File: src/ppu_pkg.sv
package ppu_pkg;

  // Wishbone word addresses of the display registers
  // Addresses 1, 5 and 6 are unmapped and read back as 0xFF
  localparam logic [2:0] reg_lcdc_adr = 3'd0;
  localparam logic [2:0] reg_scy_adr  = 3'd2;
  localparam logic [2:0] reg_scx_adr  = 3'd3;
  localparam logic [2:0] reg_ly_adr   = 3'd4;
  localparam logic [2:0] reg_bgp_adr  = 3'd7;

  // Tile map offsets inside the 8 KB VRAM
  // LCDC bit 3 picks the high map
  localparam logic [12:0] map_base_low  = 13'h1800;
  localparam logic [12:0] map_base_high = 13'h1C00;

  // Tile data offsets
  // LCDC bit 4 set selects unsigned indexing from 0x0000
  // LCDC bit 4 clear selects signed indexing around 0x1000
  localparam logic [12:0] data_base_unsigned = 13'h0000;
  localparam logic [12:0] data_base_signed   = 13'h1000;

  // Visible pixels per scanline
  localparam int screen_width = 160;

  // Rows fetched per line
  // 20 rows cover 160 pixels, one more covers a fine scroll of up to 7
  localparam logic [4:0] rows_per_line = 5'd21;

  // Fetcher state codes
  // Each VRAM read is a request cycle followed by a data cycle
  localparam logic [2:0] fs_idle    = 3'd0;
  localparam logic [2:0] fs_map_req = 3'd1;
  localparam logic [2:0] fs_map_dat = 3'd2;
  localparam logic [2:0] fs_lo_req  = 3'd3;
  localparam logic [2:0] fs_lo_dat  = 3'd4;
  localparam logic [2:0] fs_hi_req  = 3'd5;
  localparam logic [2:0] fs_hi_dat  = 3'd6;
  localparam logic [2:0] fs_push    = 3'd7;

  // Tile index as read from the tile map
  // Unsigned view for the 0x8000 mode, signed view for the 0x9000 mode
  typedef union packed {
    logic [7:0]        idx_u;
    logic signed [7:0] idx_s;
  } tile_id_u;

endpackage

File: src/bg_fetcher.sv
module bg_fetcher (
  input  logic        clk,
  input  logic        reset,
  input  logic        line_start,
  input  logic [7:0]  lcdc,
  input  logic [7:0]  scx,
  input  logic [7:0]  scy,
  input  logic [7:0]  ly,
  input  logic [7:0]  vram_rdata,
  input  logic        row_empty,
  output logic [12:0] vram_addr,
  output logic        vram_rd,
  output logic        row_valid,
  output logic [7:0]  row_lo,
  output logic [7:0]  row_hi
);

  // Current fetch step
  logic [2:0] state;

  // Tile map column, already offset by the coarse scroll
  logic [4:0] tile_col;

  // Rows handed to the shifter in this line
  logic [4:0] rows_pushed;

  // Tile index latched from the map read
  ppu_pkg::tile_id_u tile_id;

  // Background line inside the 256 pixel map, wraps past 255
  logic [7:0] map_y;

  // Pixel row inside the tile
  logic [2:0] fine_row;

  logic [12:0] map_base;
  logic [12:0] map_addr;
  logic [12:0] tile_base;
  logic [12:0] tile_addr;

  assign map_y    = scy + ly;
  assign fine_row = map_y[2:0];

  // Map select from LCDC bit 3
  assign map_base = lcdc[3] ? ppu_pkg::map_base_high : ppu_pkg::map_base_low;

  // 32 entries per map row, column wraps at 32 by width
  assign map_addr = map_base + {3'b000, map_y[7:3], tile_col};

  // 16 bytes per tile
  // Signed view is sign extended so indices 0x80..0xFF land below 0x1000
  always_comb begin
    if (lcdc[4]) begin
      tile_base = ppu_pkg::data_base_unsigned + {1'b0, tile_id.idx_u, 4'h0};
    end else begin
      tile_base = ppu_pkg::data_base_signed + {tile_id.idx_s[7], tile_id.idx_s, 4'h0};
    end
  end

  // Two bytes per tile row, low byte first
  assign tile_addr = tile_base + {9'b0, fine_row, 1'b0};

  // Read strobe only in request cycles
  assign vram_rd = (state == ppu_pkg::fs_map_req) ||
                   (state == ppu_pkg::fs_lo_req) ||
                   (state == ppu_pkg::fs_hi_req);

  always_comb begin
    case (state)
      ppu_pkg::fs_map_req: vram_addr = map_addr;
      ppu_pkg::fs_lo_req:  vram_addr = tile_addr;
      // High bitplane follows the low one
      ppu_pkg::fs_hi_req:  vram_addr = tile_addr + 13'd1;
      default:             vram_addr = 13'h0000;
    endcase
  end

  // Hand over only into an empty row buffer
  assign row_valid = (state == ppu_pkg::fs_push) && row_empty;

  // Fetch sequencing
  always_ff @(posedge clk or posedge reset) begin
    if (reset) begin
      state       <= ppu_pkg::fs_idle;
      tile_col    <= 5'd0;
      rows_pushed <= 5'd0;
    end else if (line_start) begin
      // Restart from the coarse scroll column
      state       <= ppu_pkg::fs_map_req;
      tile_col    <= scx[7:3];
      rows_pushed <= 5'd0;
    end else begin
      case (state)
        ppu_pkg::fs_map_req: state <= ppu_pkg::fs_map_dat;
        ppu_pkg::fs_map_dat: state <= ppu_pkg::fs_lo_req;
        ppu_pkg::fs_lo_req:  state <= ppu_pkg::fs_lo_dat;
        ppu_pkg::fs_lo_dat:  state <= ppu_pkg::fs_hi_req;
        ppu_pkg::fs_hi_req:  state <= ppu_pkg::fs_hi_dat;
        ppu_pkg::fs_hi_dat:  state <= ppu_pkg::fs_push;
        ppu_pkg::fs_push: begin
          // Hold here while the shifter still has pixels
          if (row_empty) begin
            tile_col    <= tile_col + 5'd1;
            rows_pushed <= rows_pushed + 5'd1;
            if (rows_pushed == ppu_pkg::rows_per_line - 5'd1) begin
              state <= ppu_pkg::fs_idle;
            end else begin
              state <= ppu_pkg::fs_map_req;
            end
          end
        end
        // Idle until the next line_start
        default: state <= ppu_pkg::fs_idle;
      endcase
    end
  end

  // Read data capture, one cycle after each request
  always_ff @(posedge clk) begin
    case (state)
      ppu_pkg::fs_map_dat: tile_id <= vram_rdata;
      ppu_pkg::fs_lo_dat:  row_lo  <= vram_rdata;
      ppu_pkg::fs_hi_dat:  row_hi  <= vram_rdata;
      default: ;
    endcase
  end

endmodule

File: src/lcd_regs.sv
module lcd_regs (
  input  logic       clk,
  input  logic       reset,
  input  logic       wb_cyc,
  input  logic       wb_stb,
  input  logic       wb_we,
  input  logic [2:0] wb_adr,
  input  logic [7:0] wb_dat_w,
  output logic [7:0] wb_dat_r,
  output logic       wb_ack,
  output logic [7:0] lcdc,
  output logic [7:0] scx,
  output logic [7:0] scy,
  output logic [7:0] ly,
  output logic [7:0] bgp
);

  // New request seen, ack not yet given
  logic req;

  assign req = wb_cyc && wb_stb && !wb_ack;

  // Ack for one cycle and register writes on the same edge
  always_ff @(posedge clk or posedge reset) begin
    if (reset) begin
      wb_ack <= 1'b0;
      // Display on, BG tile data at 0x8000, BG enabled
      lcdc   <= 8'h91;
      scx    <= 8'h00;
      scy    <= 8'h00;
      ly     <= 8'h00;
      // Color 0 lightest and colors 1 to 3 darkest
      bgp    <= 8'hFC;
    end else begin
      wb_ack <= req;
      if (req && wb_we) begin
        case (wb_adr)
          ppu_pkg::reg_lcdc_adr: lcdc <= wb_dat_w;
          ppu_pkg::reg_scy_adr:  scy  <= wb_dat_w;
          ppu_pkg::reg_scx_adr:  scx  <= wb_dat_w;
          ppu_pkg::reg_ly_adr:   ly   <= wb_dat_w;
          ppu_pkg::reg_bgp_adr:  bgp  <= wb_dat_w;
          // Unmapped writes fall through here
          default: ;
        endcase
      end
    end
  end

  // Read data lands together with ack
  always_ff @(posedge clk) begin
    if (req) begin
      case (wb_adr)
        ppu_pkg::reg_lcdc_adr: wb_dat_r <= lcdc;
        ppu_pkg::reg_scy_adr:  wb_dat_r <= scy;
        ppu_pkg::reg_scx_adr:  wb_dat_r <= scx;
        ppu_pkg::reg_ly_adr:   wb_dat_r <= ly;
        ppu_pkg::reg_bgp_adr:  wb_dat_r <= bgp;
        // Open bus value
        default:               wb_dat_r <= 8'hFF;
      endcase
    end
  end

endmodule

File: src/pixel_shifter.sv
module pixel_shifter (
  input  logic       clk,
  input  logic       reset,
  input  logic       line_start,
  input  logic       row_valid,
  input  logic [7:0] row_lo,
  input  logic [7:0] row_hi,
  input  logic [7:0] lcdc,
  input  logic [7:0] scx,
  input  logic [7:0] bgp,
  output logic       row_empty,
  output logic       pixel_valid,
  output logic [1:0] pixel_shade,
  output logic [7:0] pixel_x,
  output logic       line_done
);

  // Bitplanes of the buffered row, MSB is the next pixel
  logic [7:0] buf_lo;
  logic [7:0] buf_hi;

  // Pixels left in the buffer, 0 to 8
  logic [3:0] buf_count;

  // Fine scroll pixels still to drop
  logic [2:0] discard;

  // Pixels emitted so far in this line
  logic [7:0] pix_count;

  // Line in progress
  logic active;

  logic       line_end;
  logic       shift_en;
  logic       load;
  logic [1:0] color;
  logic [1:0] shade_next;

  assign row_empty = (buf_count == 4'd0);
  assign load      = row_valid && row_empty;
  assign line_end  = (pix_count == 8'(ppu_pkg::screen_width));

  // One pixel per cycle until the line is full
  assign shift_en = active && !line_end && !row_empty;

  // Color index from the two bitplanes, BG disabled forces index 0
  assign color = lcdc[0] ? {buf_hi[7], buf_lo[7]} : 2'b00;

  // BGP holds two bits per color index
  assign shade_next = bgp[{color, 1'b0} +: 2];

  // Line framing and buffer occupancy
  always_ff @(posedge clk or posedge reset) begin
    if (reset) begin
      buf_count   <= 4'd0;
      discard     <= 3'd0;
      pix_count   <= 8'd0;
      active      <= 1'b0;
      pixel_valid <= 1'b0;
      line_done   <= 1'b0;
    end else begin
      pixel_valid <= 1'b0;
      line_done   <= 1'b0;
      if (line_start) begin
        // Flush whatever is left of the previous line
        buf_count <= 4'd0;
        discard   <= scx[2:0];
        pix_count <= 8'd0;
        active    <= 1'b1;
      end else begin
        if (load) begin
          buf_count <= 4'd8;
        end else if (shift_en) begin
          buf_count <= buf_count - 4'd1;
          if (discard != 3'd0) begin
            // Dropped pixel, no valid strobe
            discard <= discard - 3'd1;
          end else begin
            pixel_valid <= 1'b1;
            pix_count   <= pix_count + 8'd1;
          end
        end
        // End marker one cycle after the last pixel
        if (active && line_end) begin
          active    <= 1'b0;
          line_done <= 1'b1;
        end
      end
    end
  end

  // Row buffer and pixel payload
  always_ff @(posedge clk) begin
    if (load) begin
      buf_lo <= row_lo;
      buf_hi <= row_hi;
    end else if (shift_en) begin
      buf_lo <= {buf_lo[6:0], 1'b0};
      buf_hi <= {buf_hi[6:0], 1'b0};
    end
    if (shift_en) begin
      pixel_shade <= shade_next;
      pixel_x     <= pix_count;
    end
  end

endmodule

File: src/ppu_bg_top.sv
module ppu_bg_top (
  input  logic        clk,
  input  logic        reset,
  input  logic        wb_cyc,
  input  logic        wb_stb,
  input  logic        wb_we,
  input  logic [2:0]  wb_adr,
  input  logic [7:0]  wb_dat_w,
  input  logic        line_start,
  input  logic [7:0]  vram_rdata,
  output logic [7:0]  wb_dat_r,
  output logic        wb_ack,
  output logic [12:0] vram_addr,
  output logic        vram_rd,
  output logic        pixel_valid,
  output logic [1:0]  pixel_shade,
  output logic [7:0]  pixel_x,
  output logic        line_done
);

  // Display registers
  logic [7:0] lcdc;
  logic [7:0] scx;
  logic [7:0] scy;
  logic [7:0] ly;
  logic [7:0] bgp;

  // Row handover between fetcher and shifter
  logic       row_valid;
  logic       row_empty;
  logic [7:0] row_lo;
  logic [7:0] row_hi;

  lcd_regs lcd_regs_inst (
    .clk      (clk),
    .reset    (reset),
    .wb_cyc   (wb_cyc),
    .wb_stb   (wb_stb),
    .wb_we    (wb_we),
    .wb_adr   (wb_adr),
    .wb_dat_w (wb_dat_w),
    .wb_dat_r (wb_dat_r),
    .wb_ack   (wb_ack),
    .lcdc     (lcdc),
    .scx      (scx),
    .scy      (scy),
    .ly       (ly),
    .bgp      (bgp)
  );

  // Map and tile data reads from external VRAM
  bg_fetcher bg_fetcher_inst (
    .clk        (clk),
    .reset      (reset),
    .line_start (line_start),
    .lcdc       (lcdc),
    .scx        (scx),
    .scy        (scy),
    .ly         (ly),
    .vram_rdata (vram_rdata),
    .row_empty  (row_empty),
    .vram_addr  (vram_addr),
    .vram_rd    (vram_rd),
    .row_valid  (row_valid),
    .row_lo     (row_lo),
    .row_hi     (row_hi)
  );

  // Fine scroll, palette and pixel output
  pixel_shifter pixel_shifter_inst (
    .clk         (clk),
    .reset       (reset),
    .line_start  (line_start),
    .row_valid   (row_valid),
    .row_lo      (row_lo),
    .row_hi      (row_hi),
    .lcdc        (lcdc),
    .scx         (scx),
    .bgp         (bgp),
    .row_empty   (row_empty),
    .pixel_valid (pixel_valid),
    .pixel_shade (pixel_shade),
    .pixel_x     (pixel_x),
    .line_done   (line_done)
  );

endmodule

File: config.mk
export PLATFORM = sky130hd
export DESIGN_NAME = ppu_bg_top
export DESIGN_NICKNAME = d
export VERILOG_FILES = /design/src/ppu_pkg.sv /design/src/bg_fetcher.sv /design/src/lcd_regs.sv /design/src/pixel_shifter.sv /design/src/ppu_bg_top.sv
export SDC_FILE = /design/constraint.sdc
export NUM_CORES = 1
export LEC_CHECK = 0
export BUFFER_PORTS_ARGS = -buffer_cell sky130_fd_sc_hd__buf_2
export CAP_MARGIN = 20
export CORE_ASPECT_RATIO = 0.8
export CORE_UTILIZATION = 45
export DETAILED_ROUTE_END_ITERATION = 10
export GPL_TIMING_DRIVEN = 0
export PLACE_DENSITY_LB_ADDON = 0.12
export SETUP_SLACK_MARGIN = 0.05
export SLEW_MARGIN = 20
export SYNTH_ARGS = -nofsm -noshare
export SYNTH_HDL_FRONTEND = slang
export SYNTH_SLANG_ARGS = --single-unit
File: constraint.sdc
create_clock -name clk -period 5.45 [get_ports clk]
set_input_delay 0.2725 -clock clk [delete_from_list [all_inputs] [get_ports clk]]
set_output_delay 0.2725 -clock clk [all_outputs]
set_load 0.01 [all_outputs]
==> results by group, run 1 <==
Power and ir drop
  – Combinational share of power: 24.3%
  – Pwr/cell area: 463.4 nW/µm²
  – VDD IR max: 0.0002439 V
  – Pleak: 0.003028 µW
  – Sequential share of power: 42.8%
  – Switching Fraction: 29.83%
  – Clock share of power: 32.9%
  – P_int: 2324 µW
  – Switching Power: 987.9 µW

Final layout
  – Reg area: 3555 µm²
  – Non-Filler Instances: 735
  – Antenna fix cells: 0
  – Number of fill cells: 1101
  – Nets@finish: 588
  – Fin util: 55.14%
  – Fraction of layout cells with a size suffix above 1: 31.61%
  – Layout area overhead: 18.75%
  – Multi-input gate area: 2315 µm²

Clock tree
  – Root buf cell: clkbuf_16
  – H-tree levels: 4
  – Postcts setup bufs: 0
  – Clock Pin Slew Worst Setup and Hold Paths: 0.06 ns
  – Max Buffers Root-to-Sink: 2
  – Clk Latency, worst-skew pair: 0.41 ns
  – TritonCTS clock tree: yes
  – Total number of clock tree sinks: 130
  – CTS buffer count: 17

STA
  – Count of pins over their slew limit: 0
  – Tcrit/Tclk final: 50.74%
  – Final hold violations: 0
  – Clock Skews: 0.007610 ns
  – Final setup viols: 0
  – Final WS setup: 2.685 ns
  – Tightest Pin Transition: 0.7877 ns
  – F_max: 361.6 MHz
  – Fin crit period: 2.765 ns
  – Worst slew margin: 47.27%
  – RSZ-0062 raised after global routing: no
  – TNS Setup: 0 ns

Yosys
  – Most frequent cell after synthesis: dfrtp_1
  – Area contributors post-synth: edfxtp_1, dfrtp_1, mux2_2
  – Synth cell types: 55
  – Most common library cells after synthesis: dfrtp_1, edfxtp_1, mux2_2
  – Post-synthesis instance area: 6018 µm²
  – Post-synth ARST share: 55.38%
  – Mapped Cells: 468
  – Sequential cell area fraction in the yosys report: 59.06%
  – Area share of the largest cell type after synthesis: 28.94%
  – EDFF count, synth: 58
  – Syn Nets: 509
  – Synth area leader: edfxtp_1
  – Synth Flop Type: dfrtp_1
  – Flops & latches, synth: 130
  – Yosys Warn Count: 0
  – Syn Area/Cell: 12.86 µm²

Worst setup path
  – CP Capture Type: primary output
  – Worst Path Max Fanout: 4
  – RR Endpoint: lcd_regs_inst.ly[1]$_DFFE_PP0P_
  – R2R Path Start: lcd_regs_inst.wb_ack$_DFF_PP0_
  – Required time of the critical path: 5.18 ns
  – CP startpoint kind: flop
  – R2r worst-path depth: 4
  – R2r setup slk: 3.10 ns
  – Worst EP arrival: 2.49 ns
  – Crit Path Class: reg -> out

Placement
  – Hpwl dp: 8.901 mm
  – I/O Buffers: 57
  – RD Place Congestion: 0.8108
  – Placement Setup Slack: 3.106 ns
  – Placed Cells: 702

Worst hold path
  – Worst hold endpoint: bg_fetcher_inst.tile_id[6]$_DFFE_PP_
  – Hold Path Origin: vram_rdata[6]
  – Worst Hold Depth: 1
  – Hold Crit Class: in -> reg

Die
  – Site row count: 37
  – Die footprint: 13840 µm²
  – Die Span Y: 105.4 µm
  – I/O pins: 60
  – Core ar.: 12960 µm²
  – Starting Density: 46.43%
  – Die width: 131.3 µm

Run
  – Max cap viols: 0

Route
  – Drt first pass iters: 4
  – Iteration-0 DRC Markers: 217
  – Final ANT Viol Nets: 0
  – DRC violations left: 0
  – WL/cell: 17.62 µm
  – WL final: 12.95 mm
  – Vias per Instance: 5.393
  – Vias: 3964

Run status
  – Status: finished, final reports clean

Global route
  – Initial antenna violation count: 0
  – Gr usage total: 19.93%
  – First-pass GRT wire length: 20.84 mm
  – Largest net degree at the start of global routing: 54
  – Vias in the first global route: 3933
  – Grt total ovfl: 0
-- worst max path at each step --
| stage | from | end | slack (ns) | depth (start not counted) |
|---|---|---|---|---|
| final | lcd_regs_inst.ly[1]$_DFFE_PP0P_ | vram_addr[9] | 2.68 | 7 |
| after global routing | lcd_regs_inst.ly[1]$_DFFE_PP0P_ | vram_addr[9] | 2.48 | 7 |
| after CTS | lcd_regs_inst.ly[1]$_DFFE_PP0P_ | vram_addr[9] | 2.72 | 7 |
| after detailed placement | wb_cyc | lcd_regs_inst.ly[1]$_DFFE_PP0P_ | 3.11 | 6 |
| after global placement | pixel_shifter_inst.buf_count[0]$_DFFE_PP0P_ | pixel_shifter_inst.buf_hi[4]$_DFFE_PP_ | 2.11 | 4 |
| after floorplan | pixel_shifter_inst.buf_count[0]$_DFFE_PP0P_ | pixel_shifter_inst.buf_hi[0]$_SDFFCE_PP0P_ | 2.83 | 4 |
-- metrics by stage --
step                power, µW  hold slack [ns]  instance area, µm²
global route             3490          0.05718                7147
global placement         2212           0.4841                6523
detailed placement       2239           0.2552                6568
CTS                      3341          0.05513                7147
floorplan                1974           0.3714                6018
finish                   3312          0.06656                7147
-- logic make-up (layout without fill, tap and decap cells) --
| group | count (synthesis) | after routing | synth area share, % |
|---|---|---|---|
| XOR/XNOR | 25 | 25 | 3.638 |
| adder cells (fa/ha/maj) | 16 | 16 | 3.451 |
| flip-flops | 130 | 130 | 59.06 |
| multiplexers | 66 | 66 | 12.14 |
| buffers and inverters | 35 | 127 | 2.536 |
| AO/OA/AOI/OAI | 83 | 83 | 8.919 |
| AND/OR/NAND/NOR | 113 | 113 | 10.25 |
-- per-layer routing --
metal  wire length (µm)  share of wire, %  global-route usage [%]  vias to the layer above
met3                635               4.9                   5.147                       14
li1                   -                 -                       -                     1863
met2               5674                44                   29.83                       93
met5                  0                 0                       0                        -
met4                167               1.3                   5.565                        0
met1               6473                50                   28.63                     1994
-- what timing repair did --
action | in CTS | in global routing
hold buffers | 1 | 0
resized for setup | 0 | 0
hold endpoints to repair | 19 | 0
-- layout by cell type, fill, tap and decap left out, types with 5 or more instances in the layout --
master / count
nor3_1: 9
nand4_1: 6
ha_1: 15
nand3_1: 5
a22o_1: 13
dfstp_2: 9
dfrtp_1: 63
nand2_1: 30
o21ai_0: 28
a21oi_1: 9
xor2_1: 13
clkbuf_16: 17
xnor2_1: 12
mux2_2: 56
mux2i_1: 10
buf_2: 62
inv_1: 11
clkbuf_1: 14
o21a_1: 8
clkinvlp_4: 5
nor2_1: 29
o22ai_1: 7
edfxtp_1: 58
-- power groups by stage --
| stage | clock network, µW | logic, µW | registers [µW] |
|---|---|---|---|
| after floorplan | 0 | 550 | 1420 |
| after global placement | 0 | 776 | 1440 |
| after detailed placement | 0 | 807 | 1430 |
| after CTS | 1110 | 814 | 1420 |
| after global routing | 1150 | 895 | 1440 |
| final | 1090 | 806 | 1420 |
-- cell type report --
type / instances / area share [%]
plain buffers: 22 / 1.453
clock buffers: 18 / 6.005
clock inverters: 14 / 1.961
inverters: 13 / 0.7178
multi-input cells: 303 / 32.39
flip-flops and latches: 130 / 49.74
well taps: 175 / 3.064
repair buffers: 60 / 4.674
-- worst max-delay path, stage by stage, from the launching register on --
cell      delay, ns
dfrtp_1        0.46
ha_1           0.34
a211oi_1       0.43
o21ai_0        0.17
a31oi_1        0.24
xnor2_1        0.09
a22o_1         0.21
buf_2          0.14
Note: power is estimated with default switching activity, not from simulation.
==> inputs of run 2 (changes only) <==
==> constraint.sdc (replaced) <==
create_clock -name clk -period 2.8 [get_ports clk]
set_input_delay 0.14 -clock clk [delete_from_list [all_inputs] [get_ports clk]]
set_output_delay 0.14 -clock clk [all_outputs]
set_load 0.01 [all_outputs]
==> run 2 against run 1 <==
Against the previous run: final area up 1.2%; first-iteration DRC count decreased by 1.8%; final cell count rose by 1.1%; sequential share of layout area decreased by 0.59 points; largest power group unchanged; clock skew shrank 0.0019 ns; sequential power increased by 94%; critical endpoint is now vram_addr[8]; clock power grew 94%; flip-flop and latch count unchanged; utilization is 0.66 points higher; register-to-register slack got worse by 2.7 ns.
==> results by group, run 2 (synthesis results as in run 1) <==
Final layout
  – Commonest non-fill, non-tap cell in the layout: dfrtp_1
  – Fraction of layout cells with a size suffix above 1: 31.34%
  – Number of fill cells: 1091
  – Layout area overhead: 20.17%
  – Fin util: 55.79%
  – Nets@finish: 596
  – Multi-input gate area: 2320 µm²
  – Non-Filler Instances: 743
  – Reg area: 3555 µm²
  – Antenna fix cells: 0
  – Most frequent cells in the layout: dfrtp_1, buf_2, edfxtp_1, mux2_2, nand2_1

Clock tree
  – Clock Pin Slew Worst Setup and Hold Paths: 0.06 ns
  – Root buf cell: clkbuf_16
  – Clk Latency, worst-skew pair: 0.41 ns
  – Total number of clock tree sinks: 130
  – Max Buffers Root-to-Sink: 2
  – TritonCTS clock tree: yes
  – CTS buffer count: 17
  – H-tree levels: 4

STA
  – Clock Skews: 0.005736 ns
  – Fin crit period: 2.601 ns
  – F_max: 384.5 MHz
  – Worst slew margin: 46.68%
  – Final setup viols: 0
  – Final hold violations: 0
  – Count of pins over their slew limit: 0
  – Final hold slack: 0.03239 ns
  – Final WS setup: 0.1991 ns
  – Tcrit/Tclk final: 92.89%
  – Tightest Pin Transition: 0.7964 ns
  – RSZ-0062 raised after global routing: no

Placement
  – I/O Buffers: 57
  – Placed Cells: 702
  – Placement Setup Slack: 0.4735 ns
  – Hpwl dp: 8.901 mm
  – RD Place Congestion: 0.8108

Route
  – Vias per Instance: 5.335
  – Iteration-0 DRC Markers: 213
  – Drt first pass iters: 4
  – DRC violations left: 0
  – Vias: 3964
  – Final ANT Viol Nets: 0
  – WL/cell: 17.60 µm
  – WL final: 13.08 mm

Global route
  – Grt total ovfl: 0
  – Initial antenna violation count: 0
  – First-pass GRT wire length: 20.99 mm
  – Gr usage total: 20.06%
  – Largest net degree at the start of global routing: 54
  – Vias in the first global route: 3975

Worst setup path
  – Required time of the critical path: 2.66 ns
  – Worst EP arrival: 2.46 ns
  – Crit Path Class: reg -> out
  – CP startpoint kind: flop
  – Worst Path Max Fanout: 3
  – CP Capture Type: primary output

Die
  – Die footprint: 13840 µm²
  – Die width: 131.3 µm
  – Starting Density: 46.43%
  – Die Span Y: 105.4 µm
  – Core ar.: 12960 µm²
  – I/O pins: 60
  – Site row count: 37

Run
  – Max cap viols: 0

Run status
  – Status: finished, final reports clean

Power and ir drop
  – Pleak: 0.003062 µW
  – VDD IR max: 0.0004773 V
  – Pwr/cell area: 893.2 nW/µm²

Worst hold path
  – Hold Crit Class: in -> reg
-- run 2: cell types whose count changed in the layout (fill, tap and decap cells not counted), sizes merged --
| cell | previous run | this run |
|---|---|---|
| dlygate4sd3 | 1 | 9 |
-- run 2: path summary, 6_finish.rpt --
kind | from | end | slack (ns) | depth (start not counted)
worst max register to register | lcd_regs_inst.wb_ack$_DFF_PP0_ | lcd_regs_inst.ly[1]$_DFFE_PP0P_ | 0.45 | 4
worst max-delay path | lcd_regs_inst.ly[0]$_DFFE_PP0P_ | vram_addr[8] | 0.20 | 8
min in group asynchronous | reset | pixel_shifter_inst.pix_count[7]$_DFFE_PP0P_ | 0.23 | 3
worst min register to register | pixel_shifter_inst.pix_count[5]$_DFFE_PP0P_ | pixel_shifter_inst.pixel_x[5]$_DFFE_PP_ | 0.51 | 0
max in group asynchronous | reset | lcd_regs_inst.bgp[6]$_DFFE_PP1P_ | 1.96 | 4
worst min-delay path | wb_dat_w[2] | lcd_regs_inst.scx[2]$_DFFE_PP0P_ | 0.03 | 2
-- run 2: metrics by stage --
step | setup TNS (ns) | cell area [µm²] | total power, µW
2_1_floorplan | 0 | 6018 | 3843
3_3_place_gp | -16.92 | 6523 | 4306
3_5_place_dp | 0 | 6568 | 4358
4_1_cts | 0 | 7227 | 6511
5_1_grt | 0 | 7232 | 6807
6_report | 0 | 7232 | 6460
-- run 2: critical path: stages (launching register included) --
cell and delay, ns:
dfrtp_1 0.41, ha_1 0.26, fa_1 0.42, a21oi_1 0.23, o21ai_0 0.12, a21oi_1 0.17
xnor2_1 0.14, a22o_1 0.16, buf_2 0.14
-- run 2: what timing repair did --
action,in CTS,in global routing
gates resized for setup,0,1
setup endpoints to repair,0,1
setup buffers,0,0
endpoints found under the hold margin,43,0
hold buffers,9,0
-- run 2: final cells by class --
type	instances	share of cell area (%)
timing repair buffer	68	5.727
clock buffer	18	5.934
inverter	13	0.7093
buffer	22	1.436
sequential	130	49.15
clock inverter	14	1.938
tap	175	3.028
multi-input combinational	303	32.08
-- run 2: per-layer routing --
layer	global-route usage (%)	vias to the layer above	share of wire (%)
li1	-	1870	-
met1	28.72	1988	50
met2	30.17	94	44
met3	5.147	12	4.7
met4	5.565	0	1.0
met5	0	-	0
-- run 2: report_power, final --
group	internal (µW)	leakage, µW	switching, µW
combinational	705	0.00132	878
sequential	2530	0.00148	234
clock	1300	0.000261	814
total	4530	0.00306	1930
==> inputs of run 3 (changes only) <==
--- a/config.mk
+++ b/config.mk
@@ -5,11 +5,11 @@
 export SDC_FILE = /design/constraint.sdc
 export NUM_CORES = 1
 export LEC_CHECK = 0
-export BUFFER_PORTS_ARGS = -buffer_cell sky130_fd_sc_hd__buf_2
 export CAP_MARGIN = 20
 export CORE_ASPECT_RATIO = 0.8
 export CORE_UTILIZATION = 45
 export DETAILED_ROUTE_END_ITERATION = 10
+export DONT_BUFFER_PORTS = 1
 export GPL_TIMING_DRIVEN = 0
 export PLACE_DENSITY_LB_ADDON = 0.12
 export SETUP_SLACK_MARGIN = 0.05
==> run 3 against run 2 <==
Against the previous run: via count is 4.4% lower; critical path depth is 2 lower; highest routed layer unchanged; utilization down 1.5 points.
==> results by group, run 3 (synthesis results as in run 1) <==
Clock tree
  – H-tree levels: 4
  – Clock Pin Slew Worst Setup and Hold Paths: 0.06 ns
  – Postcts setup bufs: 0
  – TritonCTS clock tree: yes
  – Max Buffers Root-to-Sink: 2
  – CTS buffer count: 17
  – Clk Latency, worst-skew pair: 0.41 ns
  – Total number of clock tree sinks: 130
  – Root buf cell: clkbuf_16

STA
  – RSZ-0062 raised after global routing: no
  – Final hold violations: 0
  – Clock Skews: 0.007763 ns
  – Count of pins over their slew limit: 0
  – Fin crit period: 2.544 ns
  – Final setup viols: 0
  – Tcrit/Tclk final: 90.86%
  – Final WS setup: 0.2558 ns
  – Worst slew margin: 44.42%
  – Tightest Pin Transition: 0.8306 ns
  – F_max: 393.1 MHz

Worst hold path
  – Worst Hold Depth: 2
  – Hold Path Origin: wb_cyc
  – Hold Crit Class: in -> reg

Run status
  – Status: finished, final reports clean

Route
  – WL/cell: 18.88 µm
  – Vias: 3789
  – Iteration-0 DRC Markers: 210
  – Final ANT Viol Nets: 0
  – Vias per Instance: 5.444
  – WL final: 13.14 mm
  – DRC violations left: 0
  – Drt first pass iters: 4

Die
  – Die width: 131.3 µm
  – Die Span Y: 105.4 µm
  – Core ar.: 12960 µm²
  – Starting Density: 46.43%
  – Die footprint: 13840 µm²
  – I/O pins: 60
  – Site row count: 37

Power and ir drop
  – VDD IR max: 0.0004869 V
  – Pleak: 0.002867 µW
  – Pwr/cell area: 903.7 nW/µm²

Worst setup path
  – CP Capture Type: primary output
  – Worst Path Max Fanout: 4
  – Required time of the critical path: 2.66 ns
  – CP startpoint kind: flop
  – Setup crit start: lcd_regs_inst.ly[1]$_DFFE_PP0P_
  – Worst EP arrival: 2.40 ns
  – R2R Path Start: lcd_regs_inst.wb_ack$_DFF_PP0_
  – Crit Path Class: reg -> out
  – R2r worst-path depth: 4
  – R2r setup slk: 0.48 ns

Placement
  – RD Place Congestion: 0.8036
  – Placed Cells: 645
  – Placement Setup Slack: 0.4587 ns
  – I/O Buffers: 0
  – Hpwl dp: 8.995 mm

Final layout
  – Commonest non-fill, non-tap cell in the layout: dfrtp_1
  – Number of fill cells: 1113
  – Non-Filler Instances: 696
  – Layout area overhead: 17.01%
  – Nets@finish: 549
  – Fraction of layout cells with a size suffix above 1: 23.22%
  – Antenna fix cells: 0
  – Most frequent cells in the layout: dfrtp_1, edfxtp_1, mux2_2, nand2_1, nor2_1

Run
  – Max cap viols: 0

Global route
  – Vias in the first global route: 3777
  – Largest net degree at the start of global routing: 56
  – Grt total ovfl: 0
  – Gr usage total: 20.37%
  – First-pass GRT wire length: 21.26 mm
  – Initial antenna violation count: 0
==> run 3: cell types whose count changed in the layout (fill, tap and decap cells not counted) <==
cell	change
a211oi_1	+1
a211oi_2	-1
buf_2	-57
clkinv_1	-1
clkinv_2	+2
clkinv_4	+1
clkinvlp_4	-2
dlygate4sd3_1	+10
==> run 3: power breakdown <==
| part | internal (µW) | total (µW) | switching [µW] |
|---|---|---|---|
| combinational | 615 | 1420 | 810 |
| clock | 1300 | 2110 | 808 |
| sequential | 2530 | 2830 | 293 |
| total | 4450 | 6360 | 1910 |
==> run 3: critical path: stages, from the launching register on <==
cell,delay [ns]
dfrtp_1,0.45
ha_1,0.34
a211oi_1,0.41
o21ai_0,0.18
a31oi_1,0.24
xnor2_1,0.16
a22o_1,0.22
==> run 3: stage by stage <==
stage | instance area, µm² | TNS [ns] | util, % | hold WS [ns] | power (µW)
after detailed placement | 6282 | 0 | 48.47 | -0.02019 | 4246
final | 7042 | 0 | 54.32 | 0.1091 | 6363
after global placement | 6237 | -13.18 | 48.12 | 0.2390 | 4174
after global routing | 7042 | 0 | 54.32 | 0.1106 | 6716
after CTS | 7042 | 0 | 54.32 | 0.09324 | 6430
after floorplan | 6018 | 0 | - | 0.2389 | 3843
==> run 3: worst paths after layout <==
| path | endpoint |
|---|---|
| setup / recovery | vram_addr[9] |
| hold / removal | lcd_regs_inst.wb_dat_r[2]$_DFFE_PP_ |
| setup reg to reg | lcd_regs_inst.ly[0]$_DFFE_PP0P_ |
| hold reg to reg | pixel_shifter_inst.pixel_x[7]$_DFFE_PP_ |
| max in group asynchronous | lcd_regs_inst.bgp[3]$_DFFE_PP1P_ |
| min in group asynchronous | pixel_shifter_inst.pixel_valid$_DFF_PP0_ |
==> run 3: final cells by class <==
type	count	area [µm²]	area share (%)
buffer	22	103.9	1.475
clock buffer	18	429.2	6.095
clock inverter	14	140.1	1.990
inverter	13	51.30	0.7285
multi-input combinational	303	2315	32.87
sequential	130	3555	50.48
tap	175	219.0	3.109
timing repair buffer	21	229.0	3.252
==> run 3: routing by layer <==
layer | routed length (µm) | GRT usage [%] | share of wire [%]
met2 | 6135 | 30.28 | 47
met5 | 0 | 0 | 0
met1 | 6430 | 29.41 | 49
met4 | 59 | 6.312 | 0.45
met3 | 513 | 4.906 | 3.9
==> run 3: timing repair <==
| item | in CTS | in global routing |
|---|---|---|
| endpoints found under the hold margin | 128 | 0 |
| hold buffers | 19 | 0 |
| gates resized for setup | 0 | 0 |
